===== src/verilog/arb_params.svh =====
`ifndef ARB_PARAMS_SVH
`define ARB_PARAMS_SVH

// requester side
`define ARB_ADDR_W      16  // word address seen by every requester
`define ARB_DATA_W      16
`define ARB_MASK_W      2   // one enable per byte

// bank side
`define ARB_NUM_BANKS   4
`define ARB_BANK_SEL_W  2   // top address bits pick the bank
`define ARB_BANK_ADDR_W 14  // 16K words per bank

`endif

===== src/verilog/arb_pkg.sv =====
`include "arb_params.svh"

package arb_pkg;

	// requester word address, bank in the top bits
	typedef logic [`ARB_ADDR_W-1:0] addr_t;

	typedef logic [`ARB_BANK_ADDR_W-1:0] bank_addr_t; // word within one bank

	typedef logic [`ARB_DATA_W-1:0] data_t;

	// bit 0 low byte, bit 1 high byte
	typedef logic [`ARB_MASK_W-1:0] mask_t;

	typedef logic [`ARB_BANK_SEL_W-1:0] bank_sel_t; // addr[15:14]

	// owner of a bank, one state machine per bank
	typedef enum logic [2:0] {
		idle         = 3'd0,
		grant_sprite = 3'd1,
		grant_bg0    = 3'd2,
		grant_fl     = 3'd3, // flash loader, writes only
		grant_cpu    = 3'd4
	} grant_t;

endpackage


===== src/verilog/memory_arbiter.sv =====
`timescale 1ns/100ps

module memory_arbiter (
	input  logic                CLK,
	input  logic                RSTb,

	// sprite fetcher, reads
	input  arb_pkg::addr_t      sprite_address,
	input  logic                sprite_valid,
	output arb_pkg::data_t      sprite_data,
	output logic                sprite_ready,

	// background 0 fetcher, reads
	input  arb_pkg::addr_t      bg0_address,
	input  logic                bg0_valid,
	output arb_pkg::data_t      bg0_data,
	output logic                bg0_ready,

	// flash loader, writes
	input  arb_pkg::addr_t      fl_address,
	input  arb_pkg::data_t      fl_data,
	input  logic                fl_valid,
	output logic                fl_ready,

	// cpu
	input  arb_pkg::addr_t      cpu_address,
	input  arb_pkg::data_t      cpu_data_in,
	output arb_pkg::data_t      cpu_data,
	input  logic                cpu_valid,
	input  logic                cpu_wr,
	input  arb_pkg::mask_t      cpu_wr_mask,
	output logic                cpu_ready,

	output arb_pkg::bank_addr_t b1_addr,
	input  arb_pkg::data_t      b1_dout,
	output arb_pkg::data_t      b1_din,
	output arb_pkg::mask_t      b1_mask,
	output logic                b1_wr,

	output arb_pkg::bank_addr_t b2_addr,
	input  arb_pkg::data_t      b2_dout,
	output arb_pkg::data_t      b2_din,
	output arb_pkg::mask_t      b2_mask,
	output logic                b2_wr,

	output arb_pkg::bank_addr_t b3_addr,
	input  arb_pkg::data_t      b3_dout,
	output arb_pkg::data_t      b3_din,
	output arb_pkg::mask_t      b3_mask,
	output logic                b3_wr,

	output arb_pkg::bank_addr_t b4_addr,
	input  arb_pkg::data_t      b4_dout,
	output arb_pkg::data_t      b4_din,
	output arb_pkg::mask_t      b4_mask,
	output logic                b4_wr
);

	arb_pkg::grant_t grant0; // current owner of each bank
	arb_pkg::grant_t grant1;
	arb_pkg::grant_t grant2;
	arb_pkg::grant_t grant3;

	// bank 0 is addresses 0x0000..0x3fff
	bank_arbiter #(.BANK_INDEX(0)) i_bank0 (
		.CLK            (CLK),
		.RSTb           (RSTb),
		.sprite_valid   (sprite_valid),
		.sprite_address (sprite_address),
		.bg0_valid      (bg0_valid),
		.bg0_address    (bg0_address),
		.fl_valid       (fl_valid),
		.fl_address     (fl_address),
		.fl_data        (fl_data),
		.cpu_valid      (cpu_valid),
		.cpu_address    (cpu_address),
		.cpu_wr         (cpu_wr),
		.cpu_wr_mask    (cpu_wr_mask),
		.cpu_data_in    (cpu_data_in),
		.grant          (grant0),
		.mem_addr       (b1_addr),
		.mem_din        (b1_din),
		.mem_mask       (b1_mask),
		.mem_wr         (b1_wr)
	);

	bank_arbiter #(.BANK_INDEX(1)) i_bank1 (
		.CLK            (CLK),
		.RSTb           (RSTb),
		.sprite_valid   (sprite_valid),
		.sprite_address (sprite_address),
		.bg0_valid      (bg0_valid),
		.bg0_address    (bg0_address),
		.fl_valid       (fl_valid),
		.fl_address     (fl_address),
		.fl_data        (fl_data),
		.cpu_valid      (cpu_valid),
		.cpu_address    (cpu_address),
		.cpu_wr         (cpu_wr),
		.cpu_wr_mask    (cpu_wr_mask),
		.cpu_data_in    (cpu_data_in),
		.grant          (grant1),
		.mem_addr       (b2_addr),
		.mem_din        (b2_din),
		.mem_mask       (b2_mask),
		.mem_wr         (b2_wr)
	);

	bank_arbiter #(.BANK_INDEX(2)) i_bank2 (
		.CLK            (CLK),
		.RSTb           (RSTb),
		.sprite_valid   (sprite_valid),
		.sprite_address (sprite_address),
		.bg0_valid      (bg0_valid),
		.bg0_address    (bg0_address),
		.fl_valid       (fl_valid),
		.fl_address     (fl_address),
		.fl_data        (fl_data),
		.cpu_valid      (cpu_valid),
		.cpu_address    (cpu_address),
		.cpu_wr         (cpu_wr),
		.cpu_wr_mask    (cpu_wr_mask),
		.cpu_data_in    (cpu_data_in),
		.grant          (grant2),
		.mem_addr       (b3_addr),
		.mem_din        (b3_din),
		.mem_mask       (b3_mask),
		.mem_wr         (b3_wr)
	);

	// top bank, 0xc000 and up
	bank_arbiter #(.BANK_INDEX(3)) i_bank3 (
		.CLK            (CLK),
		.RSTb           (RSTb),
		.sprite_valid   (sprite_valid),
		.sprite_address (sprite_address),
		.bg0_valid      (bg0_valid),
		.bg0_address    (bg0_address),
		.fl_valid       (fl_valid),
		.fl_address     (fl_address),
		.fl_data        (fl_data),
		.cpu_valid      (cpu_valid),
		.cpu_address    (cpu_address),
		.cpu_wr         (cpu_wr),
		.cpu_wr_mask    (cpu_wr_mask),
		.cpu_data_in    (cpu_data_in),
		.grant          (grant3),
		.mem_addr       (b4_addr),
		.mem_din        (b4_din),
		.mem_mask       (b4_mask),
		.mem_wr         (b4_wr)
	);

	// ready and read data back to the requesters
	response_merge i_merge (
		.grant0       (grant0),
		.grant1       (grant1),
		.grant2       (grant2),
		.grant3       (grant3),
		.dout0        (b1_dout),
		.dout1        (b2_dout),
		.dout2        (b3_dout),
		.dout3        (b4_dout),
		.sprite_valid (sprite_valid),
		.bg0_valid    (bg0_valid),
		.fl_valid     (fl_valid),
		.cpu_valid    (cpu_valid),
		.sprite_ready (sprite_ready),
		.bg0_ready    (bg0_ready),
		.fl_ready     (fl_ready),
		.cpu_ready    (cpu_ready),
		.sprite_data  (sprite_data),
		.bg0_data     (bg0_data),
		.cpu_data     (cpu_data)
	);

endmodule


===== src/verilog/response_merge.sv =====
`timescale 1ns/100ps

`include "arb_params.svh"

module response_merge (
	input  arb_pkg::grant_t grant0,
	input  arb_pkg::grant_t grant1,
	input  arb_pkg::grant_t grant2,
	input  arb_pkg::grant_t grant3,
	input  arb_pkg::data_t  dout0,
	input  arb_pkg::data_t  dout1,
	input  arb_pkg::data_t  dout2,
	input  arb_pkg::data_t  dout3,

	input  logic            sprite_valid,
	input  logic            bg0_valid,
	input  logic            fl_valid,
	input  logic            cpu_valid,

	output logic            sprite_ready,
	output logic            bg0_ready,
	output logic            fl_ready,
	output logic            cpu_ready,

	output arb_pkg::data_t  sprite_data,
	output arb_pkg::data_t  bg0_data,
	output arb_pkg::data_t  cpu_data
);

	arb_pkg::grant_t grants [`ARB_NUM_BANKS];
	arb_pkg::data_t  douts  [`ARB_NUM_BANKS];

	logic sprite_hit; // some bank belongs to sprite
	logic bg0_hit;
	logic fl_hit;
	logic cpu_hit;

	assign grants = '{grant0, grant1, grant2, grant3};
	assign douts  = '{dout0, dout1, dout2, dout3};

	// a requester holds its address, so at most one bank names it
	always_comb begin
		sprite_hit  = 1'b0;
		bg0_hit     = 1'b0;
		fl_hit      = 1'b0;
		cpu_hit     = 1'b0;
		sprite_data = '0;
		bg0_data    = '0;
		cpu_data    = '0;
		for (int i = 0; i < `ARB_NUM_BANKS; i++) begin
			if (grants[i] == arb_pkg::grant_sprite) begin
				sprite_hit  = 1'b1;
				sprite_data = douts[i];
			end
			if (grants[i] == arb_pkg::grant_bg0) begin
				bg0_hit  = 1'b1;
				bg0_data = douts[i];
			end
			if (grants[i] == arb_pkg::grant_fl)
				fl_hit = 1'b1; // write only, no data back
			if (grants[i] == arb_pkg::grant_cpu) begin
				cpu_hit  = 1'b1;
				cpu_data = douts[i];
			end
		end
	end

	assign sprite_ready = sprite_hit && sprite_valid;
	assign bg0_ready    = bg0_hit && bg0_valid;
	assign fl_ready     = fl_hit && fl_valid;
	assign cpu_ready    = cpu_hit && cpu_valid; // low again once valid drops

endmodule


===== src/verilog/bank_arbiter.sv =====
`timescale 1ns/100ps

`include "arb_params.svh"

module bank_arbiter #(
	parameter int BANK_INDEX = 0
) (
	input  logic               CLK,
	input  logic               RSTb,

	input  logic               sprite_valid,
	input  arb_pkg::addr_t     sprite_address,
	input  logic               bg0_valid,
	input  arb_pkg::addr_t     bg0_address,

	input  logic               fl_valid,
	input  arb_pkg::addr_t     fl_address,
	input  arb_pkg::data_t     fl_data,

	input  logic               cpu_valid,
	input  arb_pkg::addr_t     cpu_address,
	input  logic               cpu_wr,
	input  arb_pkg::mask_t     cpu_wr_mask,
	input  arb_pkg::data_t     cpu_data_in,

	output arb_pkg::grant_t    grant,

	output arb_pkg::bank_addr_t mem_addr,
	output arb_pkg::data_t     mem_din,
	output arb_pkg::mask_t     mem_mask,
	output logic               mem_wr
);

	localparam arb_pkg::bank_sel_t BANK_SEL = arb_pkg::bank_sel_t'(BANK_INDEX);
	localparam arb_pkg::mask_t FULL_MASK = {`ARB_MASK_W{1'b1}};

	arb_pkg::grant_t state;
	arb_pkg::grant_t state_next;

	// request targets this bank
	function automatic logic on_bank(input arb_pkg::addr_t a);
		return a[`ARB_ADDR_W-1 -: `ARB_BANK_SEL_W] == BANK_SEL;
	endfunction

	function automatic arb_pkg::bank_addr_t word_in_bank(input arb_pkg::addr_t a);
		return a[`ARB_BANK_ADDR_W-1:0];
	endfunction

	always_ff @(posedge CLK) begin
		if (!RSTb) begin
			state <= arb_pkg::idle;
		end else begin
			state <= state_next;
		end
	end

	// fixed priority, sprite > bg0 > flash > cpu
	always_comb begin
		state_next = state;
		case (state)
			arb_pkg::idle: begin
				if (sprite_valid && on_bank(sprite_address)) begin
					state_next = arb_pkg::grant_sprite;
				end else if (bg0_valid && on_bank(bg0_address)) begin
					state_next = arb_pkg::grant_bg0;
				end else if (fl_valid && on_bank(fl_address)) begin
					state_next = arb_pkg::grant_fl;
				end else if (cpu_valid && on_bank(cpu_address)) begin
					state_next = arb_pkg::grant_cpu;
				end
			end
			arb_pkg::grant_sprite: begin
				if (!sprite_valid)
					state_next = arb_pkg::idle; // owner let go
			end
			arb_pkg::grant_bg0: begin
				if (!bg0_valid)
					state_next = arb_pkg::idle;
			end
			arb_pkg::grant_fl: begin
				if (!fl_valid)
					state_next = arb_pkg::idle;
			end
			arb_pkg::grant_cpu: begin
				if (!cpu_valid)
					state_next = arb_pkg::idle;
			end
			default: state_next = arb_pkg::idle;
		endcase
	end

	// bank port follows the owner
	always_comb begin
		mem_addr = '0;
		mem_din  = '0;
		mem_mask = FULL_MASK; // reads and idle use the whole word
		mem_wr   = 1'b0;
		case (state)
			arb_pkg::grant_sprite: begin
				mem_addr = word_in_bank(sprite_address);
			end
			arb_pkg::grant_bg0: begin
				mem_addr = word_in_bank(bg0_address);
			end
			arb_pkg::grant_fl: begin
				mem_addr = word_in_bank(fl_address);
				mem_din  = fl_data;
				mem_wr   = fl_valid; // stops the cycle valid drops
			end
			arb_pkg::grant_cpu: begin
				mem_addr = word_in_bank(cpu_address);
				mem_din  = cpu_data_in;
				if (cpu_wr)
					mem_mask = cpu_wr_mask; // byte writes
				mem_wr   = cpu_valid && cpu_wr;
			end
			default: ;
		endcase
	end

	assign grant = state;

endmodule


===== config.mk =====
export PLATFORM = sky130hd
export DESIGN_NAME = memory_arbiter
export DESIGN_NICKNAME = d
export VERILOG_FILES = /design/src/verilog/arb_pkg.sv /design/src/verilog/memory_arbiter.sv /design/src/verilog/response_merge.sv /design/src/verilog/bank_arbiter.sv
export VERILOG_INCLUDE_DIRS = /design/src /design/src/verilog
export SDC_FILE = /design/constraint.sdc
export NUM_CORES = 1
export LEC_CHECK = 0
export ABC_AREA = 1
export BUFFER_PORTS_ARGS = -buffer_cell sky130_fd_sc_hd__buf_4
export CORE_AREA = 2 2 137 139
export DETAILED_ROUTE_END_ITERATION = 10
export DIE_AREA = 0 0 139 141
export GPL_TIMING_DRIVEN = 0
export HOLD_SLACK_MARGIN = 0.05
export SETUP_SLACK_MARGIN = 0.5
export SYNTH_ARGS = -nofsm -noshare
export SYNTH_HDL_FRONTEND = slang
export SYNTH_SLANG_ARGS = --single-unit

===== constraint.sdc =====
create_clock -name CLK -period 1.5 [get_ports CLK]
set_input_delay 0.3 -clock CLK [delete_from_list [all_inputs] [get_ports CLK]]
set_output_delay 0.3 -clock CLK [all_outputs]
set_load 0.01 [all_outputs]

==> load_flow_metrics.sql, run 1 <==
INSERT INTO impl_metrics (metric_group, metric, value, unit) VALUES
('synth', 'synthesis.nets', '1094', ''),
('floorplan', 'initial_core_util', '0.259', ''),
('timing', 'max_clock_freq', '503', 'MHz'),
('worst_setup_path', 'endpoint_kind', 'primary output', ''),
('synth', 'synth_cells', '925', ''),
('global_routing', 'grt_usage', '0.327', ''),
('synth', 'yosys_register_bits', '12', ''),
('place', 'dpl_cell_area', '0.00958', 'mm^2'),
('pwr', 'leakagePower', '5.93', 'nW'),
('layout', 'flow.area_growth_from_synthesis', '176', '%'),
('synth', 'share_of_the_yosys_chip_area_belonging_to_registers', '0.0508', ''),
('cts', 'clock_tree_from_tritoncts', 'yes', ''),
('layout', 'proportion_of_layout_cells_with_a_drive_suffix_above_1', '0.656', ''),
('cts', 'clock_tree.root_cell', 'sky130_fd_sc_hd__clkbuf_16', ''),
('layout', 'fin_area', '0.0130', 'mm^2'),
('pwr', 'clock_power_share', '0.046', ''),
('synth', 'synth_xor_area_frac', '0', ''),
('global_routing', 'grt_pass1_vias', '8631', ''),
('floorplan', 'design.die.area', '0.0196', 'mm^2'),
('pwr', 'power_density_over_the_cells', '837', 'mW/mm^2'),
('worst_setup_path', 'crit_path_start_kind', 'flip-flop', ''),
('timing', 'grt_setup_unrepaired', 'yes', ''),
('cts', 'clk_pin_slew_worst_paths', '0.04', 'ns'),
('synth', 'main_combinational_cell_family_by_area_after_synthesis', 'compound AO/OA/AOI/OAI gates', ''),
('flow_run', 'max_cap_viol', '0', ''),
('synth', 'main_synth_ff_type', 'sky130_fd_sc_hd__dfxtp_1', ''),
('layout', 'register_cell_area_after_layout', '283', 'um^2'),
('outcome', 'status', 'complete, but fails checks', ''),
('synth', 'synth-warning-count', '0', ''),
('worst_setup_path', 'cp_slowest_stage_delay', '0.41', 'ns'),
('detailed_routing', 'first_drt_iteration_drcs', '724', ''),
('place', 'dp_hpwl', '25.1', 'mm'),
('detailed_routing', 'remaining_drc_errors', '0', ''),
('synth', 'netlist-cell-type-count', '26', ''),
('worst_setup_path', 'crit_path_cell_trace', 'nor2_4, nand2_4, clkbuf_16, buf_6, o22ai_2, nor2_2, o21ai_2, buf_4', ''),
('worst_setup_path', 'critPathKind', 'reg2out', ''),
('timing', 'finalSetupViolCount', '185', ''),
('floorplan', 'die_width', '139', 'um'),
('worst_setup_path', 'reg2reg_depth', '11', ''),
('worst_setup_path', 'data_required_critical_path', '1.20', 'ns'),
('pwr', 'power_frac_seq', '0.046', ''),
('worst_setup_path', 'critPathMaxFanout', '6', ''),
('outcome', 'failed_checks', 'setup timing', ''),
('detailed_routing', 'drt_wl_total', '36.3', 'mm'),
('floorplan', 'die_h', '141', 'um'),
('synth', 'synth_compound_gate_area_share', '0.458', ''),
('global_routing', 'gr-total-overflow', '0', ''),
('timing', 'final_min_period_over_clock_period', '1.32', ''),
('floorplan', 'boundaryPins', '353', ''),
('pwr', 'cell_internal_pwr', '5.66', 'mW'),
('detailed_routing', 'routed_wire_per_std_cell', '22.6', 'um'),
('floorplan', 'placement_rows', '50', ''),
('pwr', 'switching_share_of_power', '0.481', ''),
('timing', 'setup_slack', '-0.487', 'ns'),
('timing', 'drv_slew', '0', ''),
('detailed_routing', 'drt-pass1-iter-count', '8', ''),
('global_routing', 'antenna_found_initial', '0', ''),
('detailed_routing', 'final_antenna_net_count', '0', ''),
('layout', 'antenna_cells', '0', ''),
('detailed_routing', 'vias', '9056', ''),
('timing', 'setup_tns', '-70.11', 'ns'),
('cts', 'htree_levels', '1', ''),
('synth', 'adder_and_majority_gate_portion_of_the_synthesized_area', '0', ''),
('worst_hold_path', 'hold_path_depth', '3', ''),
('timing', 'maxSlewHeadroom', '0.617', ''),
('worst_setup_path', 'crit_buf_inv', '3', ''),
('cts', 'cts_sinks', '12', ''),
('global_routing', 'grt_max_degree', '11', ''),
('synth', 'postSynthAreaPerCell', '5.11', 'um^2'),
('worst_setup_path', 'cpMaxStageDelayCell', 'sky130_fd_sc_hd__dfxtp_4', ''),
('worst_setup_path', 'r2r_slack', '-0.02', 'ns');
[cell type report]
type                            instances  share of cell area
Tap cell                              234              0.0224
Sequential cell                        12              0.0217
Clock buffer                            3             0.00575
Clock inverter                          1            0.000288
Timing Repair Buffer                  442               0.326
Inverter                              201              0.0631
Multi-Input combinational cell        641               0.475
Buffer                                 71              0.0859
[worst register-to-register path, stage by stage, from the launching register on]
cell and delay (ns):
sky130_fd_sc_hd__dfxtp_2 0.31, sky130_fd_sc_hd__buf_8 0.13, sky130_fd_sc_hd__buf_4 0.13, sky130_fd_sc_hd__buf_6 0.10, sky130_fd_sc_hd__buf_6 0.11, sky130_fd_sc_hd__nand4_1 0.15
sky130_fd_sc_hd__buf_4 0.16, sky130_fd_sc_hd__nand2_4 0.05, sky130_fd_sc_hd__nor2_4 0.12, sky130_fd_sc_hd__nand2_1 0.06, sky130_fd_sc_hd__nand2_1 0.05, sky130_fd_sc_hd__nor2_1 0.04
[cells by family (layout without fill, tap and decap cells)]
| kind of cell | Yosys count | count (layout) |
|---|---|---|
| AND/OR/NAND/NOR | 286 | 286 |
| buffers and inverters | 272 | 718 |
| AO/OA/AOI/OAI | 355 | 355 |
| flip-flops | 12 | 12 |
[flip-flops by register name, indices dropped and copies added, names as in the netlist]
name,flops
i_bank0.grant,3
i_bank1.grant,3
i_bank2.grant,3
i_bank3.grant,3
[cells in the final DEF (no fill, tap or decap), drive strengths merged]
cell type | netlist | final
nand3 | 41 | 41
nor3 | 4 | 4
a21oi | 64 | 64
inv | 201 | 199
nand2 | 134 | 134
a41oi | 3 | 3
or2 | 14 | 14
clkbuf | 21 | 28
clkinvlp | 0 | 1
nor2 | 81 | 81
a31oi | 20 | 20
a22oi | 32 | 32
dfxtp | 12 | 12
o221ai | 26 | 26
clkinv | 0 | 2
o21a | 3 | 3
o21ai | 73 | 73
nand4 | 12 | 12
o22ai | 134 | 134
buf | 50 | 488
[power groups by stage]
| stage | logic (mW) | clock network, mW | registers (mW) |
|---|---|---|---|
| after floorplan | 4.06 | 0 | 0.462 |
| after global placement | 6.91 | 0 | 0.479 |
| after detailed placement | 6.93 | 0 | 0.479 |
| after CTS | 8.75 | 0.496 | 0.485 |
| after global routing | 10.3 | 0.517 | 0.503 |
| final | 9.92 | 0.497 | 0.497 |
[per-layer routing]
metal | GRT usage | wire, um | up-vias
met2 | 0.557 | 17800 | 524
met5 | 0 | 0 | -
met3 | 0.0472 | 2960 | 104
li1 | - | - | 4143
met4 | 0.0819 | 1210 | 0
met1 | 0.436 | 14400 | 4285
[cells in the mapped netlist (14+ instances only)]
| cell type | count | area share |
|---|---|---|
| sky130_fd_sc_hd__inv_1 | 190 | 0.15 |
| sky130_fd_sc_hd__o22ai_1 | 134 | 0.18 |
| sky130_fd_sc_hd__nand2_1 | 133 | 0.11 |
| sky130_fd_sc_hd__nor2_1 | 79 | 0.063 |
| sky130_fd_sc_hd__o21ai_0 | 70 | 0.074 |
| sky130_fd_sc_hd__a21oi_1 | 64 | 0.068 |
| sky130_fd_sc_hd__buf_2 | 40 | 0.042 |
| sky130_fd_sc_hd__nand3_1 | 39 | 0.041 |
| sky130_fd_sc_hd__a22oi_1 | 32 | 0.051 |
| sky130_fd_sc_hd__o221ai_1 | 26 | 0.048 |
| sky130_fd_sc_hd__clkbuf_1 | 21 | 0.017 |
| sky130_fd_sc_hd__a31oi_1 | 20 | 0.026 |
| sky130_fd_sc_hd__or2_2 | 14 | 0.019 |
[timing repair]
action                                 CTS  global route
endpoints found under the hold margin    0             0
resized for setup                      379           191
setup endpoints to repair              196           196
pin swaps                               53            57
gates cloned                            14             8
buffers inserted                        50            22
[stage by stage]
stage / total power [mW] / hold WS (ns) / worst slack, ns / utilization / instances
3_5_place_dp: 7.41 / 0.525 / -0.541 / 0.524 / 1507
6_report: 10.9 / 0.339 / -0.487 / 0.714 / 1605
3_3_place_gp: 7.39 / 0.521 / -0.537 / 0.524 / 1507
4_1_cts: 9.73 / 0.337 / -0.459 / 0.653 / 1575
2_1_floorplan: 4.52 / 0.416 / -0.0258 / - / 925
5_1_grt: 11.4 / 0.345 / -0.542 / 0.714 / 1605
[worst paths after layout]
check,startpoint,endpoint
setup / recovery,i_bank0.grant[1],b1_addr[13]
hold / removal,RSTb,i_bank1.grant[2]
setup reg to reg,i_bank2.grant[1],i_bank2.grant[2]
hold reg to reg,i_bank3.grant[2],i_bank3.grant[2]
Power figures use the tool's default switching activity.
==> inputs of run 2 (changes only) <==
CELL_PAD_IN_SITES_DETAIL_PLACEMENT = 1   (was default)
CELL_PAD_IN_SITES_GLOBAL_PLACEMENT = 2   (was default)
CORE_AREA = default   (was 2 2 137 139)
CORE_MARGIN = 1.5   (was default)
CORE_UTILIZATION = 16   (was default)
DIE_AREA = default   (was 0 0 139 141)
PLACE_DENSITY_LB_ADDON = 0.1   (was default)
==> load_flow_metrics.sql, run 2 (synthesis results as in run 1) <==
INSERT INTO impl_metrics (metric_group, metric, value, unit) VALUES
('outcome', 'status', 'complete, but fails checks', ''),
('outcome', 'failed_checks', 'setup timing', ''),
('worst_setup_path', 'endpoint_kind', 'primary output', ''),
('timing', 'min_period', '2.03', 'ns'),
('detailed_routing', 'post_drt_via_cell_ratio', '4.93', ''),
('place', 'port_buffer_cells', '348', ''),
('floorplan', 'initial_core_util', '0.164', ''),
('global_routing', 'grt_max_degree', '11', ''),
('timing', 'final_min_period_over_clock_period', '1.36', ''),
('cts', 'clk-insertion-delay-late', '0.24', 'ns'),
('timing', 'max_clock_freq', '492', 'MHz'),
('detailed_routing', 'routed_wire_per_std_cell', '23.2', 'um'),
('worst_setup_path', 'data_required_critical_path', '1.20', 'ns'),
('detailed_routing', 'first_drt_iteration_drcs', '314', ''),
('timing', 'setup_slack', '-0.534', 'ns'),
('cts', 'clk_pin_slew_worst_paths', '0.05', 'ns'),
('timing', 'maxSlewHeadroom', '0.640', ''),
('detailed_routing', 'vias', '8779', ''),
('global_routing', 'grt_pass1_wl', '57.6', 'mm'),
('layout', 'fin_area', '0.0139', 'mm^2'),
('worst_setup_path', 'r2r_slack', '0.09', 'ns'),
('place', 'dp_hpwl', '28.9', 'mm'),
('cts', 'clock_tree_from_tritoncts', 'yes', ''),
('worst_setup_path', 'critPathMaxFanout', '10', ''),
('floorplan', 'placement_rows', '62', ''),
('floorplan', 'core-area', '0.0289', 'mm^2'),
('timing', 'timing.clock.skew', '0.000594', 'ns'),
('detailed_routing', 'final_antenna_net_count', '0', ''),
('place', 'numPlacedInstances', '1657', ''),
('detailed_routing', 'drt_wl_total', '41.3', 'mm'),
('timing', 'finalSetupViolCount', '184', ''),
('worst_hold_path', 'class_of_the_most_critical_hold_timing_path', 'in2reg', ''),
('floorplan', 'design.die.area', '0.0306', 'mm^2'),
('detailed_routing', 'remaining_drc_errors', '0', ''),
('layout', 'proportion_of_layout_cells_with_a_drive_suffix_above_1', '0.677', ''),
('floorplan', 'die_width', '175', 'um'),
('worst_setup_path', 'critPathKind', 'reg2out', ''),
('pwr', 'p_total', '11.5', 'mW'),
('pwr', 'power_density_over_the_cells', '824', 'mW/mm^2'),
('global_routing', 'gr-total-overflow', '0', ''),
('global_routing', 'grt_usage', '0.247', ''),
('layout', 'flow.area_growth_from_synthesis', '194', '%'),
('pwr', 'ir_worst_vdd', '0.000362', 'V'),
('timing', 'drv_slew', '0', ''),
('cts', 'cts_buffers', '3', ''),
('place', 'dpl_cell_area', '0.00977', 'mm^2'),
('cts', 'htree_levels', '1', ''),
('timing', 'timing.final.hold_violations', '0', ''),
('layout', 'nNetsFinal', '1565', ''),
('cts', 'clock_tree.root_cell', 'sky130_fd_sc_hd__clkbuf_16', ''),
('cts', 'cts_buffer_depth', '2', ''),
('cts', 'cts_sinks', '12', ''),
('flow_run', 'max_cap_viol', '0', ''),
('timing', 'grt_setup_unrepaired', 'yes', ''),
('worst_setup_path', 'crit_path_start_kind', 'flip-flop', ''),
('layout', 'layout.cells.most_common', 'sky130_fd_sc_hd__buf_4', ''),
('place', 'weighted_congestion_at_the_end_of_routability_driven_global_placement', '0.829', ''),
('timing', 'hold_slack', '0.340', 'ns'),
('pwr', 'leakagePower', '6.21', 'nW'),
('detailed_routing', 'drt-pass1-iter-count', '4', ''),
('worst_setup_path', 'arrival', '1.73', 'ns'),
('global_routing', 'antenna_found_initial', '2', ''),
('place', 'place_worst_setup_slack', '-0.681', 'ns'),
('global_routing', 'grt_pass1_vias', '9060', ''),
('layout', 'finalNonFillerCells', '1781', ''),
('cts', 'ctsHoldBuffers', '0', ''),
('layout', 'layout.cells.most_common_list', 'sky130_fd_sc_hd__buf_4 (292), sky130_fd_sc_hd__inv_1 (168), sky130_fd_sc_hd__buf_6 (135)', ''),
('floorplan', 'die_h', '175', 'um'),
('floorplan', 'boundaryPins', '353', ''),
('timing', 'timing_worst_slew_pin_value', '0.541', 'ns');
run 2: final timing paths:
path | from | end | cells past startpoint
worst max-delay path | i_bank1.grant[0] | sprite_data[11] | 8
worst min-delay path | RSTb | i_bank1.grant[0] | 2
worst max register to register | i_bank0.grant[2] | i_bank0.grant[2] | 8
worst min register to register | i_bank3.grant[2] | i_bank3.grant[2] | 2
run 2: final cells by class:
cell class / count / area (um^2)
fillers: 3306 / 14900
multi-input cells: 641 / 6280
repair buffers: 466 / 4640
plain buffers: 71 / 1280
inverters: 201 / 856
well taps: 384 / 480
flip-flops and latches: 12 / 283
clock buffers: 4 / 78.8
diodes: 2 / 5.00
run 2: power by group:
group | total [mW] | switching, mW | internal, mW
logic | 10.5 | 5.19 | 5.26
clock network | 0.512 | 0.153 | 0.359
registers | 0.495 | 0.115 | 0.380
total | 11.5 | 5.46 | 6.00
run 2: per-stage QoR:
| stage | util | setup TNS [ns] |
|---|---|---|
| after floorplan | - | -0.666 |
| after global placement | 0.338 | -54.68 |
| after detailed placement | 0.338 | -57.29 |
| after CTS | 0.422 | -66.80 |
| after global routing | 0.482 | -83.04 |
| final | 0.482 | -72.77 |
run 2: what timing repair did:
action	4_1_cts	5_1_grt
setup endpoints to repair	196	196
cloned	14	14
setup buffers	52	38
resized for setup	382	247
pin swaps	45	75
run 2: worst max-delay path, stage by stage (launching register included):
cell and delay (ns):
sky130_fd_sc_hd__dfxtp_4 0.39, sky130_fd_sc_hd__inv_4 0.05, sky130_fd_sc_hd__nor2_4 0.14, sky130_fd_sc_hd__nand2_4 0.11
sky130_fd_sc_hd__clkbuf_8 0.20, sky130_fd_sc_hd__o21ai_1 0.12, sky130_fd_sc_hd__nand3_2 0.09, sky130_fd_sc_hd__a22oi_2 0.23
sky130_fd_sc_hd__buf_4 0.17
run 2: layer usage:
layer | part of all wire | global-route usage
met1 | 0.44 | 0.323
met5 | 0 | 0
met3 | 0.052 | 0.0413
met2 | 0.49 | 0.423
met4 | 0.020 | 0.0552
==> inputs of run 3 (changes only) <==
CORE_ASPECT_RATIO = 1.5   (was default)
==> load_flow_metrics.sql, run 3 (synthesis results as in run 1) <==
INSERT INTO impl_metrics (metric_group, metric, value, unit) VALUES
('cts', 'cts_buffers', '3', ''),
('floorplan', 'die_h', '214', 'um'),
('layout', 'fin_area', '0.0137', 'mm^2'),
('global_routing', 'antenna_found_initial', '1', ''),
('cts', 'clk_pin_slew_worst_paths', '0.05', 'ns'),
('cts', 'clock_tree_from_tritoncts', 'yes', ''),
('outcome', 'failed_checks', 'setup timing', ''),
('timing', 'timing_worst_slew_pin_value', '0.470', 'ns'),
('floorplan', 'boundaryPins', '353', ''),
('worst_setup_path', 'critPathKind', 'reg2out', ''),
('timing', 'finalSetupViolCount', '184', ''),
('place', 'weighted_congestion_at_the_end_of_routability_driven_global_placement', '0.780', ''),
('pwr', 'ir_worst_vdd', '0.000501', 'V'),
('layout', 'flow.area_growth_from_synthesis', '190', '%'),
('global_routing', 'grt_usage', '0.248', ''),
('floorplan', 'initial_core_util', '0.164', ''),
('global_routing', 'grt_util_met1', '0.288', ''),
('flow_run', 'max_cap_viol', '0', ''),
('floorplan', 'placement_rows', '76', ''),
('detailed_routing', 'routed_wire_per_std_cell', '24.0', 'um'),
('timing', 'grt_setup_unrepaired', 'yes', ''),
('timing', 'min_period', '2.03', 'ns'),
('worst_setup_path', 'endpoint_kind', 'primary output', ''),
('global_routing', 'globalRoute.busiestLayer', 'met2', ''),
('floorplan', 'design.die.area', '0.0306', 'mm^2'),
('timing', 'drv_slew', '0', ''),
('place', 'dp_hpwl', '30.1', 'mm'),
('pwr', 'leakagePower', '6.18', 'nW'),
('detailed_routing', 'final_antenna_net_count', '0', ''),
('detailed_routing', 'drt_wl_total', '42.6', 'mm'),
('global_routing', 'grt.met3_usage', '0.0250', ''),
('place', 'port_buffer_cells', '348', ''),
('global_routing', 'grt_max_degree', '11', ''),
('timing', 'max_clock_freq', '492', 'MHz'),
('layout', 'layout.cells.most_common_list', 'sky130_fd_sc_hd__buf_4 (299), sky130_fd_sc_hd__inv_1 (166), sky130_fd_sc_hd__buf_6 (128)', ''),
('cts', 'clk-insertion-delay-late', '0.25', 'ns'),
('timing', 'setup_tns', '-75.91', 'ns'),
('worst_hold_path', 'class_of_the_most_critical_hold_timing_path', 'in2reg', ''),
('worst_setup_path', 'arrival', '1.73', 'ns'),
('worst_setup_path', 'critPathMaxFanout', '5', ''),
('detailed_routing', 'post_drt_via_cell_ratio', '5.02', ''),
('global_routing', 'grt_pass1_vias', '8938', ''),
('worst_setup_path', 'data_required_critical_path', '1.20', 'ns'),
('global_routing', 'grt_pass1_wl', '56.7', 'mm'),
('cts', 'cts_buffer_depth', '2', ''),
('cts', 'cts_sinks', '12', ''),
('worst_setup_path', 'crit_path_start_kind', 'flip-flop', ''),
('detailed_routing', 'drt-pass1-iter-count', '4', ''),
('layout', 'proportion_of_layout_cells_with_a_drive_suffix_above_1', '0.677', ''),
('timing', 'timing.final.hold_violations', '0', ''),
('place', 'place_worst_setup_slack', '-0.706', 'ns'),
('detailed_routing', 'vias', '8904', ''),
('outcome', 'status', 'complete, but fails checks', ''),
('pwr', 'power_density_over_the_cells', '825', 'mW/mm^2'),
('place', 'dpl_cell_area', '0.00977', 'mm^2'),
('global_routing', 'globalRouteMet2Util', '0.487', ''),
('timing', 'final_min_period_over_clock_period', '1.35', ''),
('cts', 'clock_tree.root_cell', 'sky130_fd_sc_hd__clkbuf_16', ''),
('floorplan', 'die_width', '143', 'um'),
('layout', 'layout.cells.most_common', 'sky130_fd_sc_hd__buf_4', ''),
('layout', 'nNetsFinal', '1555', ''),
('timing', 'maxSlewHeadroom', '0.687', ''),
('floorplan', 'core-area', '0.0289', 'mm^2'),
('timing', 'setup_slack', '-0.531', 'ns'),
('layout', 'antenna_cells', '0', ''),
('detailed_routing', 'remaining_drc_errors', '0', ''),
('detailed_routing', 'first_drt_iteration_drcs', '305', ''),
('global_routing', 'gr-total-overflow', '0', ''),
('timing', 'timing.clock.skew', '0.00446', 'ns'),
('cts', 'htree_levels', '1', '');
[run 3: cell types whose count changed in the layout (fill, tap and decap cells not counted), moves of 6 or more]
cell and change:
sky130_fd_sc_hd__nand2_4 +6, sky130_fd_sc_hd__buf_8 -7, sky130_fd_sc_hd__buf_6 -7, sky130_fd_sc_hd__buf_12 +7, sky130_fd_sc_hd__nand2_1 -9, sky130_fd_sc_hd__buf_4 +7, sky130_fd_sc_hd__nor2_2 -7
[run 3: report_power, final]
part / total (mW) / switching (mW) / leakage [nW] / internal (mW)
combinational: 10.2 / 5.16 / 6.04 / 5.08
clock: 0.536 / 0.182 / 0.0385 / 0.355
sequential: 0.505 / 0.125 / 0.107 / 0.380
total: 11.3 / 5.47 / 6.18 / 5.82
[run 3: metrics by stage]
step | power [mW] | hold slack [ns] | util | std cells
after floorplan | 4.52 | 0.416 | - | 925
after global placement | 7.62 | 0.529 | 0.338 | 1663
after detailed placement | 7.67 | 0.526 | 0.338 | 1663
after CTS | 9.42 | 0.340 | 0.391 | 1710
after global routing | 11.8 | 0.356 | 0.474 | 1775
final | 11.3 | 0.332 | 0.474 | 1775
[run 3: area by class of cell]
type | count | area [um^2]
fillers | 3387 | 15200
multi-input cells | 641 | 6290
repair buffers | 455 | 4470
plain buffers | 71 | 1230
inverters | 201 | 845
well taps | 390 | 488
flip-flops and latches | 12 | 283
clock buffers | 3 | 75.1
repair inverters | 1 | 8.76
clock inverters | 1 | 3.75
[run 3: worst paths after layout]
path | to | slack, ns | cells after the start | start
worst min register to register | i_bank0.grant[2] | 0.56 | 2 | i_bank0.grant[2]
worst max-delay path | sprite_data[13] | -0.53 | 9 | i_bank1.grant[0]
worst max register to register | i_bank2.grant[2] | 0 | 11 | i_bank2.grant[1]
worst min-delay path | i_bank3.grant[2] | 0.33 | 3 | RSTb
[run 3: timing repair]
item                                    in CTS  in global routing
endpoints found under the setup margin     196                196
hold endpoints to repair                     0                  0
resized for setup                          234                369
pin swaps                                   25                 81
gates cloned                                 6                 18
setup buffers                               37                 47
hold buffers                                 0                  0
[run 3: worst max-delay path, cell delays in order (launching register included)]
cell and delay [ns]:
sky130_fd_sc_hd__dfxtp_4 0.37, sky130_fd_sc_hd__inv_4 0.07, sky130_fd_sc_hd__nor2_4 0.04, sky130_fd_sc_hd__nand2_4 0.12
sky130_fd_sc_hd__clkinvlp_4 0.20, sky130_fd_sc_hd__buf_8 0.19, sky130_fd_sc_hd__nand2_2 0.06, sky130_fd_sc_hd__nand3_2 0.08
sky130_fd_sc_hd__a22oi_2 0.19, sky130_fd_sc_hd__buf_4 0.16
[run 3: per-layer routing]
layer | wire length [um] | vias up | part of all wire
met5 | 12 | - | 0.00028
met4 | 930 | 2 | 0.022
met3 | 1940 | 51 | 0.045
met2 | 23600 | 258 | 0.55
met1 | 16100 | 4442 | 0.38
li1 | - | 4151 | -
